===== src/source/mgnt_pkg.sv =====
`default_nettype none

package mgnt_pkg;

    // Remote register payload
    localparam int MGNT_REG_WIDTH = 32;
    localparam int MGNT_BYTES     = MGNT_REG_WIDTH / 8;

    typedef enum logic [6:0] {
        OP_DEV_PTR    = 7'h00,
        OP_DEV_DATA   = 7'h01,
        OP_TABLE_CTRL = 7'h02,
        OP_TABLE_HASH = 7'h03,
        OP_TABLE_ST0  = 7'h30,
        OP_TABLE_ST1  = 7'h31,
        OP_TABLE_ST2  = 7'h32,
        OP_TABLE_ST3  = 7'h33,
        OP_TABLE_ST4  = 7'h34,
        OP_TABLE_ST5  = 7'h35,
        OP_TABLE_ST6  = 7'h36,
        OP_TABLE_ST7  = 7'h37
    } spi_op_t;

    typedef enum logic [6:0] {
        TGT_PORT0  = 7'h00,
        TGT_PORT1  = 7'h01,
        TGT_PORT2  = 7'h02,
        TGT_PORT3  = 7'h03,
        TGT_BE_SW  = 7'h40,
        TGT_TTE_SW = 7'h41,
        TGT_LOCAL  = 7'h7F
    } dev_target_t;

    typedef struct packed {
        logic        wr;
        dev_target_t target;
        logic [7:0]  addr;
    } dev_ptr_t;

    // Local registers behind TGT_LOCAL
    localparam logic [7:0] LOC_DEV_DATA   = 8'h01;
    localparam logic [7:0] LOC_TABLE_CTRL = 8'h02;
    localparam logic [7:0] LOC_TABLE_HASH = 8'h03;
    localparam logic [7:0] LOC_TABLE_ST   = 8'h30;

    typedef struct packed {
        logic [5:0] valid;
        logic       wr;
        logic [7:0] addr;
    } sys_req_t;

    typedef struct packed {
        logic       valid;
        logic [7:0] data;
    } sys_byte_t;

    typedef struct packed {
        spi_op_t     op;
        logic [15:0] din;
    } spi_cmd_t;

    typedef logic [119:0] flow_t;

    typedef enum logic [1:0] {
        FT_NONE,
        FT_UPDATE,
        FT_CLEAR
    } ft_cmd_t;

    typedef enum logic [2:0] {
        IDLE,
        DECODE,
        LAUNCH,
        XFER,
        WAIT_ACK,
        LOCAL,
        DONE
    } ctrl_state_t;

endpackage

`default_nettype wire


===== src/source/mgnt_dev_bank.sv =====
`default_nettype none

module mgnt_dev_bank
    import mgnt_pkg::*;
#(
    parameter int DEV_REGS = 16
) (
    input  wire              clk,
    input  wire              rst,
    input  wire sys_req_t    sys_req,
    input  wire sys_byte_t   sys_tx,
    output sys_byte_t        sys_rx,
    output logic             sys_ack
);

    localparam int N_DEV     = 6;
    localparam int DEV_AW    = $clog2(DEV_REGS);
    localparam int MEM_DEPTH = N_DEV * DEV_REGS;
    localparam int MEM_AW    = $clog2(MEM_DEPTH);
    localparam int CNT_W     = $clog2(MGNT_BYTES);

    typedef enum logic [1:0] {
        B_IDLE,
        B_READ,
        B_HOLD
    } bank_state_t;

    bank_state_t               state;
    logic [MGNT_REG_WIDTH-1:0] mem [MEM_DEPTH];
    logic [MGNT_REG_WIDTH-1:0] wr_sr;
    logic [MGNT_REG_WIDTH-1:0] wr_word;
    logic [MGNT_REG_WIDTH-1:0] rd_sr;
    logic [CNT_W-1:0]          cnt;
    logic                      cnt_last;
    logic [MEM_AW-1:0]         mem_idx;

    function automatic logic [2:0] dev_index(input logic [5:0] onehot);
        logic [2:0] idx;
        idx = '0;
        for (int i = 0; i < N_DEV; i++) begin
            if (onehot[i]) begin
                idx = 3'(i);
            end
        end
        return idx;
    endfunction

    assign mem_idx  = MEM_AW'(dev_index(sys_req.valid)) * MEM_AW'(DEV_REGS)
                    + MEM_AW'(sys_req.addr[DEV_AW-1:0]);
    assign wr_word  = {wr_sr[MGNT_REG_WIDTH-9:0], sys_tx.data};
    assign cnt_last = cnt == CNT_W'(MGNT_BYTES - 1);

    // Response bytes, MSB first
    always_comb begin
        sys_rx.valid = state == B_READ;
        sys_rx.data  = rd_sr[MGNT_REG_WIDTH-1 -: 8];
    end

    always_ff @(posedge clk or negedge rst) begin
        if (!rst) begin
            state   <= B_IDLE;
            cnt     <= '0;
            sys_ack <= 1'b0;
            wr_sr   <= '0;
            rd_sr   <= '0;
            for (int i = 0; i < MEM_DEPTH; i++) begin
                mem[i] <= '0;
            end
        end else begin
            sys_ack <= 1'b0;
            case (state)
                B_IDLE: begin
                    if (sys_req.valid != '0 && !sys_req.wr) begin
                        rd_sr <= mem[mem_idx];
                        cnt   <= '0;
                        state <= B_READ;
                    end else if (sys_req.valid != '0 && sys_tx.valid) begin
                        // Gather write bytes until the word is complete
                        if (cnt_last) begin
                            mem[mem_idx] <= wr_word;
                            cnt          <= '0;
                            sys_ack      <= 1'b1;
                            state        <= B_HOLD;
                        end else begin
                            wr_sr <= wr_word;
                            cnt   <= cnt + 1'b1;
                        end
                    end
                end
                B_READ: begin
                    rd_sr <= rd_sr << 8;
                    cnt   <= cnt + 1'b1;
                    if (cnt_last) begin
                        sys_ack <= 1'b1;
                        state   <= B_HOLD;
                    end
                end
                B_HOLD: begin
                    if (sys_req.valid == '0) begin
                        state <= B_IDLE;
                    end
                end
                default: state <= B_IDLE;
            endcase
        end
    end

endmodule

`default_nettype wire


===== config.mk =====
export PLATFORM = sky130hd
export DESIGN_NAME = mgnt_dev_bank
export DESIGN_NICKNAME = d
export VERILOG_FILES = /design/src/source/mgnt_pkg.sv /design/src/source/mgnt_dev_bank.sv
export SDC_FILE = /design/constraint.sdc
export NUM_CORES = 2
export LEC_CHECK = 0
export BUFFER_PORTS_ARGS = -buffer_cell sky130_fd_sc_hd__buf_2
export CORE_UTILIZATION = 58
export CTS_CLUSTER_SIZE = 20
export DETAILED_ROUTE_END_ITERATION = 8
export PLACE_DENSITY = 0.76
export SLEW_MARGIN = 20
export SYNTH_ARGS = -nofsm -noshare
export SYNTH_HDL_FRONTEND = slang
export SYNTH_SLANG_ARGS = --single-unit

===== constraint.sdc =====
create_clock -name clk -period 2.33 [get_ports clk]
set_input_delay 0.466 -clock clk [delete_from_list [all_inputs] [get_ports clk]]
set_output_delay 0.466 -clock clk [all_outputs]
set_load 0.02 [all_outputs]

**After elaboration in Yosys (flattened, before gate mapping)**

Cells that the tools add are included.

- Bits in registers: 3,133
- Input bits: 26
- Output and inout port bits: 10
- Word-level logic and storage cells: 153

- $add $sub $neg: 2
- Order comparisons: 2
- Eq/ne operators: 6
- Muxes and demuxes: 26
- Bitwise gates (word level): 3
- Reduce and logical (&&, ||, !) cells: 13

Operators by type and width:

| cell | number |
|---|---|
| bitwise mux 3072 bit | 1 |
| binary-select mux 32 bit (select 7 bit) | 1 |
| demux 32 bit (select 7 bit) | 1 |
| two-way mux 32 bit | 4 |
| one-hot mux 32 bit (2 select lines) | 1 |
| two-way mux 2 bit | 9 |
| >= comparator 8 bit (second input constant) | 1 |
| < comparator 8 x 1 -> 1 bit (second input constant) | 1 |
| NOT 7 -> 8 bit | 1 |
| AND reduction 4 bit | 2 |
| adder 7 x 4 -> 7 bit | 1 |
| zero test 6 bit | 1 |
| two-way mux 3 bit | 2 |
| one-hot mux 2 bit (3 select lines) | 1 |
| AND reduction 2 bit | 3 |
| nonzero test 6 bit | 1 |
| == test 2 bit (second input constant) | 2 |
| two-way mux 1 bit | 4 |
| != test 2 bit (second input constant) | 2 |
| one-hot mux 2 bit (2 select lines) | 1 |
| logical AND 1 bit | 3 |
| != test 3 bit (second input constant) | 1 |
| adder 2 x 1 -> 2 bit (second input constant) | 1 |
| == test 2 x 1 -> 1 bit (second input constant) | 1 |
| 5 further kinds | 6 |

**Depth between registers and ports, before layout**

- Word-level depth: 12
- Depth in mapped cells: 12
- Gate-level depth less buffers: 6

**Worst setup path before layout**

Ideal clock, no wire load.

- Path kind: input port to flip-flop
- From: input port sys_req[14] (netlist bit)
- To: register mem[2952] (netlist bit)
- Data arrival time: 2.590 ns
- Path slack: -0.385 ns
- Cell stages on the path: 8
- Buffers on the path: 4
- Path through: buf_2 > or4_1 > buf_2 > or3_1 > clkbuf_1 > nor2_1 > buf_2 > mux2_2

- Longest elaborated chain between the ends: 8
- Elaborated cells on any way between the ends: 14

RTL lines:

| what | RTL line | RTL |
|---|---|---|
| start, declared | mgnt_dev_bank.sv:10 | `input wire sys_req_t sys_req,` |
| two-way mux 3 bit | mgnt_dev_bank.sv:41 | `if (onehot[i]) begin` |
| adder 7 x 4 -> 7 bit | mgnt_dev_bank.sv:49 | `+ MEM_AW'(sys_req.addr[DEV_AW-1:0]);` |
| NOT 7 -> 8 bit (implied by the code) | mgnt_dev_bank.sv:80 | `mem[mem_idx] <= wr_word;` |
| >= comparator 8 bit (implied by the code) / < comparator 8 x 1 -> 1 bit (equally long branches) | mgnt_dev_bank.sv:80 |  |
| logical AND 1 bit (implied by the code) | mgnt_dev_bank.sv:80 |  |
| two-way mux 32 bit (implied by the code) | mgnt_dev_bank.sv:80 |  |
| demux 32 bit (select 7 bit) | mgnt_dev_bank.sv:80 |  |
| bitwise mux 3072 bit | mgnt_dev_bank.sv:80 |  |
| end signal, assigned by index | mgnt_dev_bank.sv:80 |  |
| end, declared | mgnt_dev_bank.sv:29 | `logic [MGNT_REG_WIDTH-1:0] mem [MEM_DEPTH];` |

Parallel ways exist; a longest one is shown, timed or not.
A chain may end at the register's enable or synchronous reset.

**Final worst setup path**

- From: register state[0]
- To: register mem[3003] (netlist bit)

- Longest elaborated chain between the ends: 2

RTL lines:

| what | RTL line | RTL |
|---|---|---|
| start, declared | mgnt_dev_bank.sv:28 | `bank_state_t state;` |
| start signal, assigned | mgnt_dev_bank.sv:61 | `state <= B_IDLE;` |
| start signal, assigned | mgnt_dev_bank.sv:76 | `state <= B_READ;` |
| start signal, assigned | mgnt_dev_bank.sv:83 | `state <= B_HOLD;` |
| zero test 2 bit | mgnt_dev_bank.sv:71 | `case (state)` |
| AND reduction 4 bit (no line) | n/a |  |

Every way passes these cells.

==> impl_metrics.env <==
export IMPL_arrival_ps=3390
export IMPL_cts_sinks=3133
export IMPL_synth_adder_area_share_pct=0.008782
export IMPL_synth_simple_gate_area_share_pct=1.108
export IMPL_wire_per_inst_um=31.70
export IMPL_start_util_pct=58.46
export IMPL_cp_cell_sequence="nor2_4 -> o311ai_4 -> nor3_4 -> buf_6 -> buf_6 -> nand2_8 -> buf_12 -> nor2_4 -> buf_6 -> clkbuf_16 -> mux2_4"
export IMPL_synth_top_cells_by_area="dfrtp_1, mux2_1, mux2_2, mux2i_1, mux4_2"
export IMPL_count_of_flip_flops_with_a_built_in_enable_after_synthesis=0
export IMPL_final_setup_skew_ps=97.92
export IMPL_path_class="register to register"
export IMPL_critPathSlowestCell="dfrtp_1"
export IMPL_detail_route_first_pass_iterations=8
export IMPL_synthMostInstantiatedCell="dfrtp_1"
export IMPL_timing_critical_path_buf_inv=5
export IMPL_hold_start="sys_req[8]"
export IMPL_fillCellCount=15100
export IMPL_ir_drop_mv=0.9512
export IMPL_drt_antenna_violating_nets=0
export IMPL_power_w=0.1299
export IMPL_leakage_power_nw=85.03
export IMPL_critPathMaxFanout=5
export IMPL_swShare_pct=28.66
export IMPL_placement_rows=181
export IMPL_synth_async_sr_flop_share_pct=100.0
export IMPL_place_worst_setup_slack_ps=-1226
export IMPL_grt_overflow=0
export IMPL_slew_limit_headroom_pct=36.17
export IMPL_run_status="finished with violations"
export IMPL_number_of_global_route_vias_before_repair=98340
export IMPL_die_w_um=497.6
export IMPL_synth_xor_xnor_area_share_pct=0
export IMPL_placeableCoreArea_mm2=0.2437
export IMPL_cts_inserted_buffers=334
export IMPL_regArea_mm2=0.07849
export IMPL_startpoint="state[0]"
export IMPL_final_stage_net_count=10680
export IMPL_switchingPower_w=0.03723
export IMPL_fmaxAchievable_mhz=392.5
export IMPL_synth_largest_area_cell="dfrtp_1"
export IMPL_crit_reg2reg_launch="state[0]"
export IMPL_final_setup_worst_slack_ps=-218.0
export IMPL_die_area_mm2=0.2476
export IMPL_detail_route_wirelength_um=447000
export IMPL_compound_gate_portion_of_the_synthesized_area_pct=4.782
export IMPL_layout_worst_path_cycle_share_pct=109.4
export IMPL_synth_mux_area_fraction_pct=35.93
export IMPL_multiInputGateArea_mm2=0.06377
export IMPL_numPlacedInstances=13380
export IMPL_dr_total_vias=93990
export IMPL_comb_power_share_pct=13.6
export IMPL_post_synth_num_cell_types=60
export IMPL_path_delay_family="buffers and inverters"
export IMPL_unrepaired_setup_endpoints_after_global_routing="true"
export IMPL_drive_gt1_share_pct=36.95
export IMPL_first_pass_grt_wire_length_um=649600
export IMPL_synth_area_mm2=0.1425
export IMPL_syn_nets=10120
export IMPL_start_kind="register"
export IMPL_post_synth_top_cells="dfrtp_1, mux2_1, mux2_2"
export IMPL_slew_viol_final=0
export IMPL_grt_max_degree=116
export IMPL_synth_seq_area_share_pct=55.03
export IMPL_setup_violations=795
export IMPL_critical_path_max_stage_delay_ps=420
export IMPL_power_frac_clock_pct=41.2
export IMPL_ys_dominant_reg_cell="dfrtp_1"
export IMPL_path_common_cell="buf_6"
export IMPL_worstPathRequired_ps=3170
export IMPL_power_sequential_fraction_pct=45.3
export IMPL_post_layout_nonfiller_instances=14100
export IMPL_clock_transition_time_at_the_flip_flop_clock_pins_of_the_worst_setup_and_hold_paths_ps=60
export IMPL_power_internal_w=0.09266
export IMPL_synth_cells=10100
export IMPL_cts_tree="done"
export IMPL_yosys_warnings=0
export IMPL_dieHeight_um=497.6
export IMPL_ctsLongestPathBuffers=4
export IMPL_timing_worst_slew_pin_value_ps=957.4
export IMPL_grt_use_total_pct=34.99
export IMPL_synth_top_family_by_area="multiplexers"
export IMPL_finalWeightedCongestion=0.9638
export IMPL_num_io_pins=36
export IMPL_violated_checks="setup timing"
export IMPL_min_period_ps=2548
export IMPL_placement_io_buffers=31
export IMPL_synthDominantCellAreaShare_pct=55.03
export IMPL_route_detailed_vias_per_inst=6.665
export IMPL_powerDensity_mw_per_mm2=752.1
export IMPL_yosys_register_bits=3133
export IMPL_initial_antenna_violation_count=28
export IMPL_maxCapViolations=0
export IMPL_areaGrowthSynthToFinish_pct=21.23
export IMPL_avgSynthCellArea_um2=14.11
export IMPL_clk_insertion_delay_late_ps=980
export IMPL_min_path_type="input port to register"
export IMPL_root_buffer="clkbuf_16"
export IMPL_final_core_utilization_pct=70.88
export IMPL_worst_setup_path_end_kind="register"
export IMPL_dr_first_iter_drc_count=9786
export IMPL_drt_drc_violations_left=0
export IMPL_htree_num_levels=5
export IMPL_hpwl_um=275700
export IMPL_number_of_hold_violations_in_the_final_report=0
==> power by group through the flow <==
stage,Combinational (W),Clock [W],Sequential [W]
2_1_floorplan,0.00856,0,0.0571
3_3_place_gp,0.0158,0,0.0595
3_5_place_dp,0.0163,0,0.0597
4_1_cts,0.0165,0.0538,0.0587
5_1_grt,0.0181,0.0560,0.0587
6_report,0.0176,0.0535,0.0588
==> per-stage QoR <==
stage               area [µm²]  setup TNS [ps]  hold WS [ps]
floorplan               145100         -326170         170.4
global placement        157400        -1647640         461.3
detailed placement      157400        -1665690         468.7
CTS                     169200          -16920         16.03
global route            172700          -97300         76.15
finish                  172700          -71080         68.27
==> what timing repair did <==
action                      CTS  global route
setup buffers                30            49
setup endpoints to repair  2058          1710
gates cloned                 14            50
pin swaps                    26            45
hold endpoints to repair   1688             0
gates resized for setup      33           491
hold buffers                  1             0
==> final cells by class <==
class                           count  share of cell area, %
Sequential cell                  3133                  45.45
Multi-Input combinational cell   5940                  36.92
Tap cell                         3202                  2.320
Antenna cell                       16                0.02318
Inverter                            4                0.01159
Clock buffer                      500                  5.763
Timing Repair Buffer             1236                  8.953
Clock inverter                     70                 0.5600
==> logic make-up after synthesis <==
group | count (synthesis)
and+or+nand+nor | 351
AOI/OAI and AO/OA | 1086
DFF | 3133
buffers and inverters | 1023
adders and majority gates | 1
muxes | 4502
==> state kept, by name (all words and copies together) (netlist names) <==
name and flops:
mem 3072, state 2, wr_sr 24, rd_sr 32
sys_ack 1, cnt 2
==> tightest hold or removal path: cells and delay by family <==
kind | cells | cell delay, ps
compound gates | 3 | 310
buf+inv | 1 | 150
simple gates | 1 | 60
==> metal layers <==
layer / GRT usage [%] / wire length [µm] / vias up
li1: - / - / 38240
met4: 19.36 / 27650 / 16
met1: 46.89 / 174400 / 50010
met5: 0 / 77 / -
met2: 53.55 / 204300 / 4481
met3: 7.221 / 40530 / 1246
==> cells in the final DEF, fill, tap and decap left out, types with 28 or more instances in the layout <==
cell       netlist  routed
mux4_2         180     180
clkbuf_8         0      78
nor2_1         163      72
buf_12           0     385
dfrtp_1       3133    3109
buf_4           23     728
clkbuf_1       532      79
clkinv_2         0      38
o211ai_1        94      94
mux2_4           0     850
clkbuf_16        0     387
mux2_1        1867    1154
a21oi_1         50      41
nand2_1         73      65
nand4_1         30      30
a31oi_1         34      34
mux2_2        1230    1093
o21ai_0        199     194
buf_6            0      28
nor2_4           0      90
o22ai_1        621     614
mux2i_1       1225    1224
==> path summary, 6_finish.rpt <==
path                       slack, ps         to  cells after the start
min                               70     cnt[0]                      5
max in group asynchronous       1090  mem[1980]                      4
min reg2reg                      480   mem[802]                      1
min in group asynchronous        260  mem[1360]                      3
max reg2reg                     -220  mem[3003]                     11
max                             -220  mem[3003]                     11
Note: power is estimated with default switching activity, not from simulation.
