===== src/source/mgnt_pkg.sv =====
`default_nettype none

package mgnt_pkg;

    // Remote register payload
    localparam int MGNT_REG_WIDTH = 32;
    localparam int MGNT_BYTES     = MGNT_REG_WIDTH / 8;

    typedef enum logic [6:0] {
        OP_DEV_PTR    = 7'h00,
        OP_DEV_DATA   = 7'h01,
        OP_TABLE_CTRL = 7'h02,
        OP_TABLE_HASH = 7'h03,
        OP_TABLE_ST0  = 7'h30,
        OP_TABLE_ST1  = 7'h31,
        OP_TABLE_ST2  = 7'h32,
        OP_TABLE_ST3  = 7'h33,
        OP_TABLE_ST4  = 7'h34,
        OP_TABLE_ST5  = 7'h35,
        OP_TABLE_ST6  = 7'h36,
        OP_TABLE_ST7  = 7'h37
    } spi_op_t;

    typedef enum logic [6:0] {
        TGT_PORT0  = 7'h00,
        TGT_PORT1  = 7'h01,
        TGT_PORT2  = 7'h02,
        TGT_PORT3  = 7'h03,
        TGT_BE_SW  = 7'h40,
        TGT_TTE_SW = 7'h41,
        TGT_LOCAL  = 7'h7F
    } dev_target_t;

    typedef struct packed {
        logic        wr;
        dev_target_t target;
        logic [7:0]  addr;
    } dev_ptr_t;

    // Local registers behind TGT_LOCAL
    localparam logic [7:0] LOC_DEV_DATA   = 8'h01;
    localparam logic [7:0] LOC_TABLE_CTRL = 8'h02;
    localparam logic [7:0] LOC_TABLE_HASH = 8'h03;
    localparam logic [7:0] LOC_TABLE_ST   = 8'h30;

    typedef struct packed {
        logic [5:0] valid;
        logic       wr;
        logic [7:0] addr;
    } sys_req_t;

    typedef struct packed {
        logic       valid;
        logic [7:0] data;
    } sys_byte_t;

    typedef struct packed {
        spi_op_t     op;
        logic [15:0] din;
    } spi_cmd_t;

    typedef logic [119:0] flow_t;

    typedef enum logic [1:0] {
        FT_NONE,
        FT_UPDATE,
        FT_CLEAR
    } ft_cmd_t;

    typedef enum logic [2:0] {
        IDLE,
        DECODE,
        LAUNCH,
        XFER,
        WAIT_ACK,
        LOCAL,
        DONE
    } ctrl_state_t;

endpackage

`default_nettype wire


===== src/source/mgnt_reg_ctrl.sv =====
`default_nettype none

module mgnt_reg_ctrl
    import mgnt_pkg::*;
(
    input  wire                clk,
    input  wire                rst,
    input  wire                spi_wr,
    input  wire spi_cmd_t      spi_cmd,
    output logic               spi_ack,
    output logic [15:0]        spi_dout,
    output sys_req_t           sys_req,
    output sys_byte_t          sys_tx,
    input  wire sys_byte_t     sys_rx,
    input  wire                sys_ack,
    output ft_cmd_t            ft_cmd,
    output logic [11:0]        ft_hash,
    output flow_t              ft_flow,
    input  wire [1:0]          ft_busy
);

    localparam int CNT_W = $clog2(MGNT_BYTES);

    ctrl_state_t               state;
    ctrl_state_t               state_next;
    spi_cmd_t                  cmd_q;
    dev_ptr_t                  ptr_in;
    dev_ptr_t                  dev_ptr;
    logic [15:0]               dev_data;
    logic [11:0]               tbl_hash;
    logic [127:0]              tbl_st;
    logic [MGNT_REG_WIDTH-1:0] tx_sr;
    logic [MGNT_REG_WIDTH-1:0] rx_sr;
    logic [CNT_W-1:0]          byte_cnt;
    logic                      byte_step;
    logic                      byte_last;
    logic [15:0]               local_word;

    // Endpoint one-hot select, zero for local or unknown targets
    function automatic logic [5:0] dev_select(input dev_target_t tgt);
        case (tgt)
            TGT_PORT0:  return 6'b000001;
            TGT_PORT1:  return 6'b000010;
            TGT_PORT2:  return 6'b000100;
            TGT_PORT3:  return 6'b001000;
            TGT_BE_SW:  return 6'b010000;
            TGT_TTE_SW: return 6'b100000;
            default:    return 6'b000000;
        endcase
    endfunction

    assign ptr_in    = dev_ptr_t'(cmd_q.din);
    assign byte_step = dev_ptr.wr ? 1'b1 : sys_rx.valid;
    assign byte_last = byte_cnt == CNT_W'(MGNT_BYTES - 1);
    assign spi_ack   = state == DONE;
    assign ft_hash   = tbl_hash;
    assign ft_flow   = tbl_st[119:0];

    ////////////////////////////////////////////////////////////////////////////
    // Command FSM
    ////////////////////////////////////////////////////////////////////////////

    always_comb begin
        state_next = state;
        case (state)
            IDLE: begin
                if (spi_wr) begin
                    state_next = DECODE;
                end
            end
            DECODE: begin
                if (cmd_q.op == OP_DEV_PTR && dev_select(ptr_in.target) != '0) begin
                    state_next = LAUNCH;
                end else begin
                    state_next = LOCAL;
                end
            end
            LAUNCH: state_next = XFER;
            XFER: begin
                if (byte_step && byte_last) begin
                    state_next = WAIT_ACK;
                end
            end
            WAIT_ACK: begin
                if (sys_ack) begin
                    state_next = DONE;
                end
            end
            LOCAL:   state_next = DONE;
            DONE:    state_next = IDLE;
            default: state_next = IDLE;
        endcase
    end

    always_ff @(posedge clk or negedge rst) begin
        if (!rst) begin
            state <= IDLE;
        end else begin
            state <= state_next;
        end
    end

    always_ff @(posedge clk) begin
        if (state == IDLE && spi_wr) begin
            cmd_q <= spi_cmd;
        end
    end

    // Pointer, data, staging and table command
    always_ff @(posedge clk or negedge rst) begin
        if (!rst) begin
            dev_ptr  <= '0;
            dev_data <= '0;
            tbl_hash <= '0;
            tbl_st   <= '0;
            ft_cmd   <= FT_NONE;
        end else begin
            ft_cmd <= FT_NONE;
            if (state == DECODE) begin
                case (cmd_q.op)
                    OP_DEV_PTR:    dev_ptr  <= ptr_in;
                    OP_DEV_DATA:   dev_data <= cmd_q.din;
                    OP_TABLE_HASH: tbl_hash <= cmd_q.din[11:0];
                    OP_TABLE_CTRL: begin
                        if (cmd_q.din == 16'd1) begin
                            ft_cmd <= FT_UPDATE;
                        end else if (cmd_q.din == 16'd2) begin
                            ft_cmd <= FT_CLEAR;
                        end
                    end
                    OP_TABLE_ST0, OP_TABLE_ST1, OP_TABLE_ST2, OP_TABLE_ST3,
                    OP_TABLE_ST4, OP_TABLE_ST5, OP_TABLE_ST6, OP_TABLE_ST7: begin
                        tbl_st[16*cmd_q.op[2:0] +: 16] <= cmd_q.din;
                    end
                    default: ;
                endcase
            end
        end
    end

    ////////////////////////////////////////////////////////////////////////////
    // Remote transfer
    ////////////////////////////////////////////////////////////////////////////

    always_comb begin
        sys_tx.valid = state == XFER && dev_ptr.wr;
        sys_tx.data  = tx_sr[MGNT_REG_WIDTH-1 -: 8];
    end

    always_ff @(posedge clk or negedge rst) begin
        if (!rst) begin
            sys_req  <= '0;
            tx_sr    <= '0;
            rx_sr    <= '0;
            byte_cnt <= '0;
        end else begin
            if (state == LAUNCH) begin
                sys_req.valid <= dev_select(dev_ptr.target);
                sys_req.wr    <= dev_ptr.wr;
                sys_req.addr  <= dev_ptr.addr;
                tx_sr         <= MGNT_REG_WIDTH'(dev_data);
                byte_cnt      <= '0;
            end else if (state == XFER && byte_step) begin
                byte_cnt <= byte_cnt + 1'b1;
                if (dev_ptr.wr) begin
                    tx_sr <= tx_sr << 8;
                end else begin
                    rx_sr <= {rx_sr[MGNT_REG_WIDTH-9:0], sys_rx.data};
                end
            end else if (state == WAIT_ACK && sys_ack) begin
                sys_req <= '0;
            end
        end
    end

    // Local read-back and echo
    always_comb begin
        local_word = cmd_q.din;
        if (cmd_q.op == OP_DEV_PTR) begin
            local_word = '0;
            if (dev_ptr.target == TGT_LOCAL) begin
                case (dev_ptr.addr)
                    LOC_DEV_DATA:   local_word = dev_data;
                    LOC_TABLE_CTRL: local_word = {14'b0, ft_busy};
                    LOC_TABLE_HASH: local_word = {4'b0, tbl_hash};
                    default: begin
                        if (dev_ptr.addr[7:3] == LOC_TABLE_ST[7:3]) begin
                            local_word = tbl_st[16*dev_ptr.addr[2:0] +: 16];
                        end
                    end
                endcase
            end
        end
    end

    always_ff @(posedge clk or negedge rst) begin
        if (!rst) begin
            spi_dout <= '0;
        end else if (state == LOCAL) begin
            spi_dout <= local_word;
        end else if (state == WAIT_ACK && sys_ack) begin
            // Writes echo the data sent, reads return the low half
            spi_dout <= dev_ptr.wr ? dev_data : rx_sr[15:0];
        end
    end

endmodule

`default_nettype wire


===== config.mk =====
export PLATFORM = sky130hd
export DESIGN_NAME = mgnt_reg_ctrl
export DESIGN_NICKNAME = d
export VERILOG_FILES = /design/src/source/mgnt_pkg.sv /design/src/source/mgnt_reg_ctrl.sv
export SDC_FILE = /design/constraint.sdc
export NUM_CORES = 1
export LEC_CHECK = 0
export BUFFER_PORTS_ARGS = -buffer_cell sky130_fd_sc_hd__buf_2
export CAP_MARGIN = 20
export CORE_MARGIN = 1
export CORE_UTILIZATION = 45
export DETAILED_ROUTE_END_ITERATION = 10
export GPL_ROUTABILITY_DRIVEN = 0
export PLACE_DENSITY = 0.68
export SYNTH_ARGS = -nofsm -noshare
export SYNTH_HDL_FRONTEND = slang
export SYNTH_SLANG_ARGS = --single-unit

===== constraint.sdc =====
create_clock -name clk -period 3.6 [get_ports clk]
set_clock_uncertainty 0.1 [all_clocks]
set_input_delay 0.54 -clock clk [delete_from_list [all_inputs] [get_ports clk]]
set_output_delay 0.54 -clock clk [all_outputs]
set_load 0.01 [all_outputs]

Yosys cells after proc, flatten, opt, wreduce, memory -nomap -nowiden --
Cells that the tools add are included.
Storage, ports and cells: output and inout bits 175, word-level logic and storage cells 116, flip-flop bits (word level) 281
Cells by class: shifts and indexed selects 3, reductions and logical operators 24, equal/unequal tests 39, bitwise operators 2, add/sub/neg operators 2, muxes and demuxes 29
Operator list (count):
- 128-bit bitwise mux | 1
- 16-bit by 34-bit variable shift with 128-bit output (first input constant) | 1
- 128-bit by 8-bit indexed part select with 16-bit output | 1
- 16-bit by 34-bit indexed part select with 128-bit output | 1
- 16-bit two-way mux | 6
- 32-bit two-way mux | 3
- 6-bit one-hot mux with 6 select lines | 2
- 7-bit by 6-bit == test with 1-bit output (second input constant) | 8
- 16-bit one-hot mux with 3 select lines | 1
- 15-bit two-way mux | 3
- 7-bit by 2-bit == test with 1-bit output (second input constant) | 6
- 7-bit == test (second input constant) | 5
- 7-bit negation with 34-bit output | 1
- 7-bit by 1-bit == test with 1-bit output (second input constant) | 3
- 7-bit zero test | 3
- 3-bit one-hot mux with 6 select lines | 1
- 16-bit by 1-bit == test with 1-bit output (second input constant) | 1
- 16-bit by 2-bit == test with 1-bit output (second input constant) | 1
- 8-bit by 2-bit == test with 1-bit output (second input constant) | 2
- 2-bit two-way mux | 6
- 3-bit two-way mux | 4
- 2-bit AND reduction | 6
- 3-bit == test (second input constant) | 3
- 8-bit by 1-bit == test with 1-bit output (second input constant) | 1
- 15 further kinds | 29

Logic depth before layout (Yosys ltp) --
depth in word-level cells 7, depth in mapped cells 11

Worst setup path after synthesis --
Ideal clock, no wire load.
path type register -> register, start point register state[0], end point register cmd_q[16] (netlist name), enable pin, cell stages (with the launch flop) 3, setup slack -0.050 ns, arrival time 3.080 ns, library setup time 0.470 ns, clock period less this slack 3.650 ns, data required time 3.030 ns, path buffers 1, path through dfrtp_1 buf_1 nor4b_1
On the way: word-level cells in the longest chain between the ends 2
Ends and longest elaborated chain:
- start, declared | line mgnt_reg_ctrl.sv:24 | ctrl_state_t state;
- start signal, assigned | line mgnt_reg_ctrl.sv:99 | state <= state_next;
- 3-bit zero test | line mgnt_reg_ctrl.sv:104 | if (state == IDLE && spi_wr) begin
- 1-bit logical AND | line mgnt_reg_ctrl.sv:104
- end signal, assigned | line mgnt_reg_ctrl.sv:105 | cmd_q <= spi_cmd;
- end, declared | line mgnt_reg_ctrl.sv:26 | spi_cmd_t cmd_q;
Every way passes these cells. A chain may end at the register's enable or synchronous reset.

==> flow_summary_export.csv <==
group,metric,value,unit
global_route,antenna_found_initial,0,
routing,drc,0,
cts,postCtsSetupBuffers,0,
global_route,grt_max_degree,87,
worst_setup_path,crit_arrival,2.35,ns
worst_setup_path,r2r_slack,0.74,ns
worst_setup_path,crit_path_cell_trace,"inv_1, nor2_1, nand3_1, buf_4, inv_2, buf_2",
routing,postRouteAntennaNets,0,
min_path,hp-class,"in -> reg",
worst_setup_path,endpoint,"sys_tx[8]",
layout,fin_nets,1391,
synthesis,synth_fp_nets,1337,
worst_setup_path,cp-end-kind,"output pin",
worst_setup_path,timing_worst_setup_path_type,"reg -> out",
run,max-cap-violations,0,
worst_setup_path,required,2.96,ns
worst_setup_path,critPathLaunch,"state[1]",
worst_setup_path,cp_num_cells,6,
routing,wl_per_cell,22.4,µm
worst_setup_path,reg2reg_depth,10,
global_route,grtUsageTotal,25.3,%
layout,mostFrequentLayoutCell,"dfrtp_1",
timing,max_slew.worst_pin.slew,1.03,ns
worst_setup_path,start_kind,"flip-flop",
synthesis,synth_cells,1293,
power,leakage,7.46,nW
die,rows,63,
synthesis,synth-seq-cells,281,
synthesis,yosys-top-cells-area,"dfrtp_1 (47%), mux2_2 (7.4%), buf_4 (7.2%)",
cts,htreeDepth,1,
die,core_area,0.0300,mm²
die,die-area,0.0314,mm²
cts,clk_pin_slew,0.07,ns
timing,drv_slew,0,
cts,cts_tree,"yes",
layout,diodes,0,
cts,cts_buffers,30,
synthesis,ys_seq_area_share,51.7,%
synthesis,syn_area_per_cell,10.7,µm²
layout,fillCellCount,2699,
cts,clock_latency,0.56,ns
global_route,gr-total-overflow,0,
placed_design,io_buffers,212,
worst_setup_path,crit_path_max_fanout,33,
cts,cts.path.max_buffers,3,
worst_setup_path,path_buf_inv,4,
routing,finalWirelength,39500,µm
synthesis,synth_top_area_share,46.7,%
placed_design,dpl_cell_area,0.0143,mm²
global_route,grt_pass1_vias,9647,
routing,vias,9979,
routing,drtIter0Drc,865,
timing,fin_setup_tns,0,ns
timing,setup_viol_count_final,0,
placed_design,dp_hpwl,27600,µm
run_status,outcome,"complete, no violations",
synthesis,ys.flop_type,"dfrtp_1",
synthesis,synth_cell_types,53,
worst_setup_path,cp_top_family,"buffers and inverters",
power,power.density,613,mW/mm²
cts,cts.sinks,281,
power,vdd_drop_max,0.380,mV
die,die_y,177,µm
timing,achievable-frequency,334,MHz
die,die_w,177,µm
timing,rsz0062_at_grt,"no",
cts,cts-root-buf,"clkbuf_16",
layout,layout_common_cells,"dfrtp_1 (256), buf_2 (211), nand2_1 (205)",
timing,period_minus_slack,2.99,ns
die,initial_core_util,46.1,%
layout,area_growth,11.5,%
synthesis,async_reset_ff_share,91.8,%
timing,slew_headroom,31.3,%
worst_setup_path,rr_startpoint,"cmd_q[16]",
worst_setup_path,regToRegEndpoint,"tbl_st[71]",
timing,finalHoldViolCount,0,
global_route,grt_pass1_wl,59600,µm
synthesis,synth_warnings,0,
synthesis,synth_area,0.0138,mm²
worst_setup_path,cpPeakStageDelay,0.56,ns
layout,fin_area,0.0154,mm²
routing,vias_per_cell,5.67,
layout,layout-drive-gt1-share,30.4,%
synthesis,yosys.area.top_type,"dfrtp_1",
worst_setup_path,cp_slowest_cell,"dfrtp_1",
timing,fin_crit_sh,83.2,%
synthesis,synth_edf_count,23,
die,ios,213,
routing,drt-pass1-iter-count,5,
==> worst reg2reg max path, cell delays in order, from the launching register on <==
cell and delay [ns]:
edfxtp_1 0.53, inv_2 0.09, ha_1 0.27, ha_1 0.51, nor2b_1 0.20, buf_4 0.21
and2_1 0.16, and3_1 0.15, buf_4 0.30, nand3_1 0.12, o21ai_0 0.13
==> through the flow <==
| step | hold WS [ns] | setup slack (ns) | power, W | utilization, % | std cells |
|---|---|---|---|---|---|
| after global routing | 0.0440 | 0.424 | 0.00983 | 51.4 | 1761 |
| after global placement | 0.348 | 0.903 | 0.00597 | 47.7 | 1704 |
| final | 0.0549 | 0.605 | 0.00945 | 51.4 | 1761 |
| after CTS | 0.0455 | 0.588 | 0.00948 | 51.4 | 1761 |
| after detailed placement | 0.351 | 0.780 | 0.00602 | 47.7 | 1704 |
| after floorplan | 0.144 | 1.10 | 0.00525 | - | 1293 |
==> sequential cells by signal (all words and copies together) (netlist names), 3 cells and up <==
register / count
state: 3
rx_sr: 16
tx_sr: 32
spi_dout: 16
ptr_in: 16
cmd_q: 7
dev_ptr: 16
dev_data: 16
ft_hash: 12
sys_req: 15
tbl_st: 128
==> synthesized netlist by cell type (6+ instances only) <==
library cell and n:
mux4_2 22, buf_4 132, o21ai_0 73, mux2_2 91, a22o_1 12, o22ai_1 6, nor3_1 6, mux2_1 22
mux2i_1 18, nand2_1 205, nor2b_1 24, and2_1 6, clkbuf_1 56, and3_1 7, a31oi_1 9, o2111ai_1 10
inv_1 39, o211ai_1 13, ha_1 6, edfxtp_1 23, nor2_1 36, nand3_1 63, a21oi_1 14, o21ai_1 26
dfrtp_1 258, buf_2 24, a221oi_1 18, nand2b_1 16
==> layout make-up <==
cell class / instances / area [µm²] / area share, %
inverters: 41 / 154 / 0.999
clock buffers: 36 / 825 / 5.35
flip-flops and latches: 281 / 7150 / 46.4
well taps: 390 / 488 / 3.17
repair buffers: 240 / 1320 / 8.57
multi-input cells: 753 / 5170 / 33.6
clock inverters: 20 / 300 / 1.95
==> where the power goes <==
| part | internal, W | switching (W) | total, W |
|---|---|---|---|
| clock network | 0.00214 | 0.00131 | 0.00345 |
| registers | 0.00365 | 0.000598 | 0.00424 |
| logic | 0.000731 | 0.00102 | 0.00175 |
==> worst min-delay path by stage <==
| stage | from | to | cells after the start |
|---|---|---|---|
| 4_1_cts | spi_cmd[2] | ptr_in[2] | 1 |
| 3_5_place_dp | tx_sr[17] | tx_sr[25] | 2 |
| 6_report | spi_cmd[19] | cmd_q[19] | 1 |
| 3_3_place_gp | tx_sr[15] | tx_sr[23] | 2 |
| 5_1_grt | spi_cmd[19] | cmd_q[19] | 1 |
| 2_1_floorplan | rst | byte_cnt[0] | 0 |
==> timing repair <==
action / CTS / global route
hold buffers: 1 / 0
endpoints found under the setup margin: 0 / 0
hold endpoints to repair: 81 / 0
gates resized for setup: 0 / 0
==> layer usage <==
metal | part of all wire [%] | track usage [%]
met1 | 42 | 34.5
met2 | 47 | 40.1
met3 | 8.2 | 4.98
met4 | 3.5 | 8.91
met5 | 0 | 0
==> cell families (layout without fill, tap and decap cells) <==
kind of cell    Yosys count  in the layout  synth area share (%)
mux                     153            153                  14.1
compound gates          208            208                  9.62
buf+inv                 259            337                  10.9
flops                   281            281                  51.7
fa+ha+maj                 6              6                 0.543
simple gates            386            386                  13.1
(Power assumes the default switching activity.)
